==> src/dcache_pkg.sv <==
`default_nettype none

package dcache_pkg;

    parameter int ADDR_W      = 16;
    parameter int WORD_W      = 16;
    parameter int LINE_W      = 64;
    parameter int NUM_SETS    = 8;
    parameter int NUM_WAYS    = 2;
    parameter int INDEX_W     = 3;
    parameter int OFFSET_W    = 2;
    parameter int TAG_W       = ADDR_W - INDEX_W - OFFSET_W;  // 11
    parameter int LINE_ADDR_W = TAG_W + INDEX_W;              // 14

    parameter logic [LINE_ADDR_W-1:0] UNCACHED_LINE = 14'h3FFF;  // target of the all-ones address

    typedef struct packed {
        logic [ADDR_W-1:0] addr;
        logic              write;
        logic [WORD_W-1:0] wdata;
    } cpu_req_t;

    typedef struct packed {
        logic [LINE_ADDR_W-1:0] line_addr;
        logic                   write;
        logic [LINE_W-1:0]      wdata;
    } mem_req_t;

    typedef struct packed {
        logic             valid;
        logic             dirty;
        logic [TAG_W-1:0] tag;
    } way_state_t;

    // way sits in the lsb so a plain increment walks ways before sets
    typedef struct packed {
        logic [INDEX_W-1:0] set_idx;
        logic               way;
    } flush_slot_t;

    function automatic logic [TAG_W-1:0] addr_tag(input logic [ADDR_W-1:0] addr);
        return addr[ADDR_W-1 -: TAG_W];
    endfunction

    function automatic logic [INDEX_W-1:0] addr_index(input logic [ADDR_W-1:0] addr);
        return addr[OFFSET_W +: INDEX_W];
    endfunction

    function automatic logic [OFFSET_W-1:0] addr_offset(input logic [ADDR_W-1:0] addr);
        return addr[OFFSET_W-1:0];
    endfunction

endpackage

`default_nettype wire

==> src/flush_walker.sv <==
`timescale 1ns/1ns
`default_nettype none

module flush_walker
    import dcache_pkg::*;
(
    input  logic        clk,
    input  logic        rst,
    input  logic        flush,
    input  logic        slot_done,
    output logic        slot_valid,
    output flush_slot_t slot,
    output logic        flush_done
);

    localparam flush_slot_t LAST_SLOT = '{set_idx: INDEX_W'(NUM_SETS - 1), way: 1'b1};

    logic               busy;
    logic [INDEX_W:0]   cnt;  // {set, way}, way toggles first
    logic               last;

    assign slot = flush_slot_t'(cnt);
    assign last = (slot == LAST_SLOT);

    always_ff @(posedge clk or negedge rst) begin
        if (!rst) begin
            busy       <= 1'b0;
            cnt        <= '0;
            slot_valid <= 1'b0;
            flush_done <= 1'b0;
        end else begin
            slot_valid <= 1'b0;
            flush_done <= 1'b0;
            if (!busy) begin
                if (flush) begin
                    busy       <= 1'b1;
                    cnt        <= '0;
                    slot_valid <= 1'b1;  // first slot goes out right away
                end
            end else if (slot_done) begin
                if (last) begin
                    busy       <= 1'b0;
                    flush_done <= 1'b1;
                end else begin
                    cnt        <= cnt + 1'b1;
                    slot_valid <= 1'b1;
                end
            end
        end
    end

endmodule

`default_nettype wire

==> config.mk <==
export PLATFORM = sky130hd
export DESIGN_NAME = flush_walker
export DESIGN_NICKNAME = d
export VERILOG_FILES = /design/src/dcache_pkg.sv /design/src/flush_walker.sv
export SDC_FILE = /design/constraint.sdc
export NUM_CORES = 1
export LEC_CHECK = 0
export CAP_MARGIN = 20
export CORE_AREA = 2 2 39 41
export DETAILED_ROUTE_END_ITERATION = 8
export DIE_AREA = 0 0 41 43
export DONT_BUFFER_PORTS = 1
export PLACE_DENSITY = 0.43
export SETUP_SLACK_MARGIN = 0.05
export SYNTH_ARGS = -nofsm -noshare
export SYNTH_HDL_FRONTEND = slang
export SYNTH_SLANG_ARGS = --single-unit
==> constraint.sdc <==
create_clock -name clk -period 4.29 [get_ports clk]
set_input_delay 0.858 -clock clk [delete_from_list [all_inputs] [get_ports clk]]
set_output_delay 0.858 -clock clk [all_outputs]
set_load 0.02 [all_outputs]
==> impl_metrics.env, run 1 <==
export IMPL_critical_path_class="reg2out"
export IMPL_cts_tree="built"
export IMPL_htreeDepth=1
export IMPL_rows=14
export IMPL_crit_required_ns=3.43
export IMPL_synthMostInstantiatedCell="dfrtp_1"
export IMPL_cts_buffer_depth=2
export IMPL_synth_top_area_cell="dfrtp_1"
export IMPL_p_clk_frac=0.244
export IMPL_ys_types=19
export IMPL_cap_viol_max_count=0
export IMPL_ys_flop_type="dfrtp_1"
export IMPL_totalPowerFinal_w=0.0002479
export IMPL_ir_worst_vdd_mv=0.2438
export IMPL_ys_seq_area_frac=0.5364
export IMPL_drc=0
export IMPL_status="complete, no violations"
export IMPL_finClkSkew_ns=0.008469
export IMPL_synth_common_cells="dfrtp_1 (7), nor2_1 (4), inv_1 (3)"
export IMPL_clk_latency_ns=0.26
export IMPL_crit_path_end_kind="primary output"
export IMPL_clkSlewWorstSetupHoldPaths_ns=0.05
export IMPL_p_sw_w=0.0001007
export IMPL_synth_edf_count=0
export IMPL_hold_buffers=0
export IMPL_postLayoutCellArea_sq_um=372.9
export IMPL_async_flop_share=1.000
export IMPL_cts_sinks=7
export IMPL_synth_fp_nets=36
export IMPL_routed_wl_microns=628
export IMPL_grtUsageMet3=0.09424
export IMPL_post_cts_setup_buffer_count=0
export IMPL_finalHoldViolCount=0
export IMPL_cp_arrival_ns=0.78
export IMPL_layout_setup_ws_ns=2.650
export IMPL_gp_routability_congestion=0.7724
export IMPL_vias_per_cell=4.784
export IMPL_final_max_slew_viol_count=0
export IMPL_synth_warnings=0
export IMPL_cts_buffers=3
export IMPL_drive_gt1_frac=0.1714
export IMPL_portBuffers=0
export IMPL_die_area_sq_um=1763
export IMPL_syn2layout_area_growth_pct=14.18
export IMPL_io_pins=10
export IMPL_via_count=244
export IMPL_ctsResizeCount=0
export IMPL_diodes=0
export IMPL_setup_tns_ns=0
export IMPL_grt_max_degree=8
export IMPL_grt_use_met1=0.09836
export IMPL_wl_per_cell_microns=12.31
export IMPL_place_area_sq_um=346.6
export IMPL_pwr_share_comb=0.203
export IMPL_hpwl_microns=462.3
export IMPL_netlist_top_cells_area="dfrtp_1 (54%), nor2_1 (4.6%), ha_1 (3.8%), o211ai_2 (3.8%), and3_4 (3.4%)"
export IMPL_die_h_microns=43
export IMPL_tightest_slew_ns=0.3341
export IMPL_max_slew_margin=0.7773
export IMPL_grt_pass1_wl_microns=993
export IMPL_nets=41
export IMPL_die_width_microns=41
export IMPL_syn_inst=31
export IMPL_postRouteAntennaNets=0
export IMPL_synth_top_area_share=0.5364
export IMPL_overflow=0
export IMPL_dr_pass1_iters=4
export IMPL_p_int_w=0.0001472
export IMPL_post_place_ws_ns=2.695
export IMPL_p_seq_frac=0.553
export IMPL_hp_class="in2async"
export IMPL_finalCritPeriodShare=0.3822
export IMPL_syn_avg_cell_area_sq_um=10.53
export IMPL_gr_max_usage_layer="met2"
export IMPL_grt_usage=0.09394
export IMPL_fmax_mhz=609.8
export IMPL_grt_util_met2=0.1219
export IMPL_synth_cell_area_sq_um=326.6
export IMPL_final_util=0.2694
export IMPL_antenna_found_initial=0
export IMPL_min_period_ns=1.640
export IMPL_drt_iter0_markers=6
export IMPL_initial_utilization=0.2360
export IMPL_core_sq_um=1384
export IMPL_root_buffer="clkbuf_4"
export IMPL_start_kind="flip-flop"
export IMPL_swShare=0.4062
export IMPL_p_leak_nw=0.1638
export IMPL_setup_viol=0
export IMPL_grt_pass1_vias=221
export IMPL_rsz0062_at_grt="no"
export IMPL_powerDensity_nw_per_um2=665.0
export IMPL_cp_max_fo=6
export IMPL_ys_ff_latch=7
[cells in the final DEF (no fill, tap or decap), drive strengths merged, types with 2 or more instances in the layout]
cell    n
dfrtp   7
o211ai  2
o21ai   2
clkbuf  4
inv     3
nor2    4
a21oi   2
[final timing paths]
check	to	startpoint	slack (ns)	cells after the start
max reg2reg	slot[3]	slot[0]	2.71	4
max in group asynchronous	slot[2]	rst	3.92	0
min	slot[3]	rst	0.29	0
max	slot[2]	slot[2]	2.65	0
min reg2reg	busy	busy	0.60	2
min in group clk	busy	busy	0.60	2
[layer usage]
layer	part of all wire	routed length, microns
met5	0	0
met4	0	0
met3	0.089	56
met2	0.50	312
met1	0.41	259
[sequential cells by signal, indices dropped and copies added, names as in the netlist]
signal	count
slot	4
flush_done	1
busy	1
slot_valid	1
[kinds of logic (layout without fill, tap and decap cells)]
group | Yosys count | count (layout) | synth area share
AOI/OAI and AO/OA | 6 | 6 | 0.1226
adders and majority gates | 1 | 1 | 0.03831
buffers and inverters | 3 | 7 | 0.03448
DFF | 7 | 7 | 0.5364
muxes | 1 | 1 | 0.03065
and+or+nand+nor | 13 | 13 | 0.2376
[final cells by class]
type                       instances  area [sq um]
clock buffer                       4         26.28
inverter                           3         11.26
fill                             145          1011
multi-input combinational         21         140.1
tap                               16         20.02
sequential                         7         175.2
[power groups by stage]
stage           logic, W  registers (W)  clock network (W)
3_5_place_dp   0.0000512       0.000138                  0
4_1_cts        0.0000515       0.000137          0.0000640
3_3_place_gp   0.0000512       0.000138                  0
6_report       0.0000504       0.000137          0.0000604
2_1_floorplan  0.0000441       0.000131                  0
5_1_grt        0.0000601       0.000140          0.0000715
[metrics by stage]
stage | instances | hold WS (ns)
after CTS | 51 | 0.2804
after floorplan | 31 | 0.5342
after global placement | 47 | 0.5626
after global routing | 51 | 0.2662
final | 51 | 0.2906
after detailed placement | 47 | 0.5626
Power figures use the tool's default switching activity.
==> run 2, diff against run 1 <==
--- a/config.mk
+++ b/config.mk
@@ -10,7 +10,7 @@
 export DETAILED_ROUTE_END_ITERATION = 8
 export DIE_AREA = 0 0 41 43
 export DONT_BUFFER_PORTS = 1
-export PLACE_DENSITY = 0.43
+export PLACE_DENSITY = 0.44
 export SETUP_SLACK_MARGIN = 0.05
 export SYNTH_ARGS = -nofsm -noshare
 export SYNTH_HDL_FRONTEND = slang
==> constraint.sdc (replaced) <==
create_clock -name clk -period 1.4 [get_ports clk]
set_input_delay 0.28 -clock clk [delete_from_list [all_inputs] [get_ports clk]]
set_output_delay 0.28 -clock clk [all_outputs]
set_load 0.02 [all_outputs]
==> impl_metrics.env, run 2 (synthesis gave the netlist of run 1 again) <==
export IMPL_postLayoutCellArea_sq_um=427.9
export IMPL_die_h_microns=43
export IMPL_post_cts_setup_buffer_count=0
export IMPL_crit_required_ns=1.57
export IMPL_nets=46
export IMPL_die_area_sq_um=1763
export IMPL_finalHoldViolCount=0
export IMPL_gr_max_usage_layer="met2"
export IMPL_finalCritPeriodShare=0.9849
export IMPL_drive_gt1_frac=0.3250
export IMPL_fin_cells=56
export IMPL_min_period_ns=1.379
export IMPL_postRouteAntennaNets=0
export IMPL_grtUsageMet3=0.09948
export IMPL_regArea_sq_um=177.7
export IMPL_vias_per_cell=4.411
export IMPL_p_leak_nw=0.1852
export IMPL_ctsResizeCount=0
export IMPL_drc=0
export IMPL_layout_setup_ws_ns=0.02111
export IMPL_initial_utilization=0.2360
export IMPL_grt_max_degree=8
export IMPL_post_place_ws_ns=0.02104
export IMPL_cts_sinks=7
export IMPL_multi_input_area_sq_um=152.6
export IMPL_cts_buffers=3
export IMPL_powerDensity_nw_per_um2=2006
export IMPL_gp_routability_congestion=0.7289
export IMPL_swShare=0.3788
export IMPL_p_seq_frac=0.396
export IMPL_crit_chain="ha_4 > and3_4 > or4b_1 > o211ai_2"
export IMPL_htreeDepth=1
export IMPL_setup_viol=0
export IMPL_fillerInstances=144
export IMPL_fmax_mhz=725.2
export IMPL_tightest_slew_ns=0.3220
export IMPL_final_cell_mix="dfrtp_1 (5), nor2_1 (4), buf_4 (4)"
export IMPL_largest_reg_flops=4
export IMPL_cts_buffer_depth=2
export IMPL_pwr_share_comb=0.398
export IMPL_rows=14
export IMPL_cp_slowest_stage_delay_ns=0.47
export IMPL_cp_max_fo=4
export IMPL_cts_tree="built"
export IMPL_grt_pass1_vias=232
export IMPL_hp_class="in2reg"
export IMPL_overflow=0
export IMPL_dp_cells=51
export IMPL_critical_path_class="reg2reg"
export IMPL_setup_tns_ns=0
export IMPL_grt_util_met2=0.1250
export IMPL_antenna_found_initial=0
export IMPL_critical_path_top_delay_family="simple AND/OR/NAND/NOR gates"
export IMPL_grt_use_met1=0.09121
export IMPL_p_clk_frac=0.206
export IMPL_core_sq_um=1384
export IMPL_p_int_w=0.0005333
export IMPL_syn2layout_area_growth_pct=31.03
export IMPL_grt_usage=0.09375
export IMPL_layout_commonest_cell="dfrtp_1"
export IMPL_ir_worst_vdd_mv=0.7976
export IMPL_start_kind="flip-flop"
export IMPL_max_slew_margin=0.7846
export IMPL_status="complete, no violations"
export IMPL_clk_latency_ns=0.25
export IMPL_hpwl_microns=499.7
export IMPL_critPathSlowestCell="or4b_1"
export IMPL_finClkSkew_ns=0.003466
export IMPL_grt_pass1_wl_microns=986
export IMPL_clkSlewWorstSetupHoldPaths_ns=0.05
export IMPL_wl_per_cell_microns=10.75
export IMPL_portBuffers=0
export IMPL_p_sw_w=0.0003251
export IMPL_dr_pass1_iters=2
export IMPL_die_width_microns=41
export IMPL_place_area_sq_um=391.6
export IMPL_cap_viol_max_count=0
export IMPL_drt_iter0_markers=2
export IMPL_diodes=0
export IMPL_via_count=247
export IMPL_crit_path_end_kind="flip-flop"
export IMPL_routed_wl_microns=602
export IMPL_root_buffer="clkbuf_4"
export IMPL_final_max_slew_viol_count=0
export IMPL_io_pins=10
export IMPL_cp_num_buf_inv=0
export IMPL_cp_arrival_ns=1.55
export IMPL_rsz0062_at_grt="yes"
[run 2: cell count changes in the layout (fill, tap and decap cells not counted)]
cell / previous run / this run
ha_4: 0 / 1
dfrtp_1: 7 / 5
buf_4: 0 / 4
ha_1: 1 / 0
dfrtp_2: 0 / 2
dlygate4sd3_1: 0 / 1
[run 2: final timing paths]
kind,startpoint,cells after the start,slack (ns),to
hold / removal,flush,2,0.16,busy
setup / recovery,slot[1],4,0.02,slot[3]
min in group asynchronous,rst,1,0.36,slot_valid
hold reg to reg,busy,2,0.59,busy
max in group asynchronous,rst,1,0.77,slot[1]
setup reg to reg,slot[1],4,0.02,slot[3]
[run 2: layer usage]
layer  routed length [microns]  vias up
met5                         0        -
met4                         0        0
met2                       295        8
met3                        60        0
met1                       245      111
li1                          -      128
[run 2: timing repair]
item / in CTS / in global routing
hold buffers: 1 / 0
endpoints found under the hold margin: 7 / 0
pin swaps: 0 / 0
endpoints found under the setup margin: 1 / 1
[run 2: final cells by class]
| type | count | share of cell area |
|---|---|---|
| timing repair buffer | 5 | 0.09357 |
| multi-input combinational | 21 | 0.3567 |
| tap | 16 | 0.04678 |
| inverter | 3 | 0.02632 |
| clock buffer | 4 | 0.06140 |
| sequential | 7 | 0.4152 |
[run 2: metrics by stage]
step / utilization / hold slack (ns) / total power (W)
6_report: 0.3092 / 0.1622 / 0.0008584
4_1_cts: 0.3092 / 0.1563 / 0.0008808
3_3_place_gp: 0.2830 / -0.01542 / 0.0006814
2_1_floorplan: - / -0.01559 / 0.0005628
3_5_place_dp: 0.2830 / -0.01542 / 0.0006880
5_1_grt: 0.3092 / 0.1580 / 0.0009353
[run 2: power by group through the flow]
stage	clock, W	sequential (W)	combinational [W]
after floorplan	0	0.000417	0.000146
after global placement	0	0.000341	0.000340
after detailed placement	0	0.000345	0.000343
after CTS	0.000190	0.000340	0.000350
after global routing	0.000210	0.000350	0.000375
final	0.000177	0.000340	0.000342
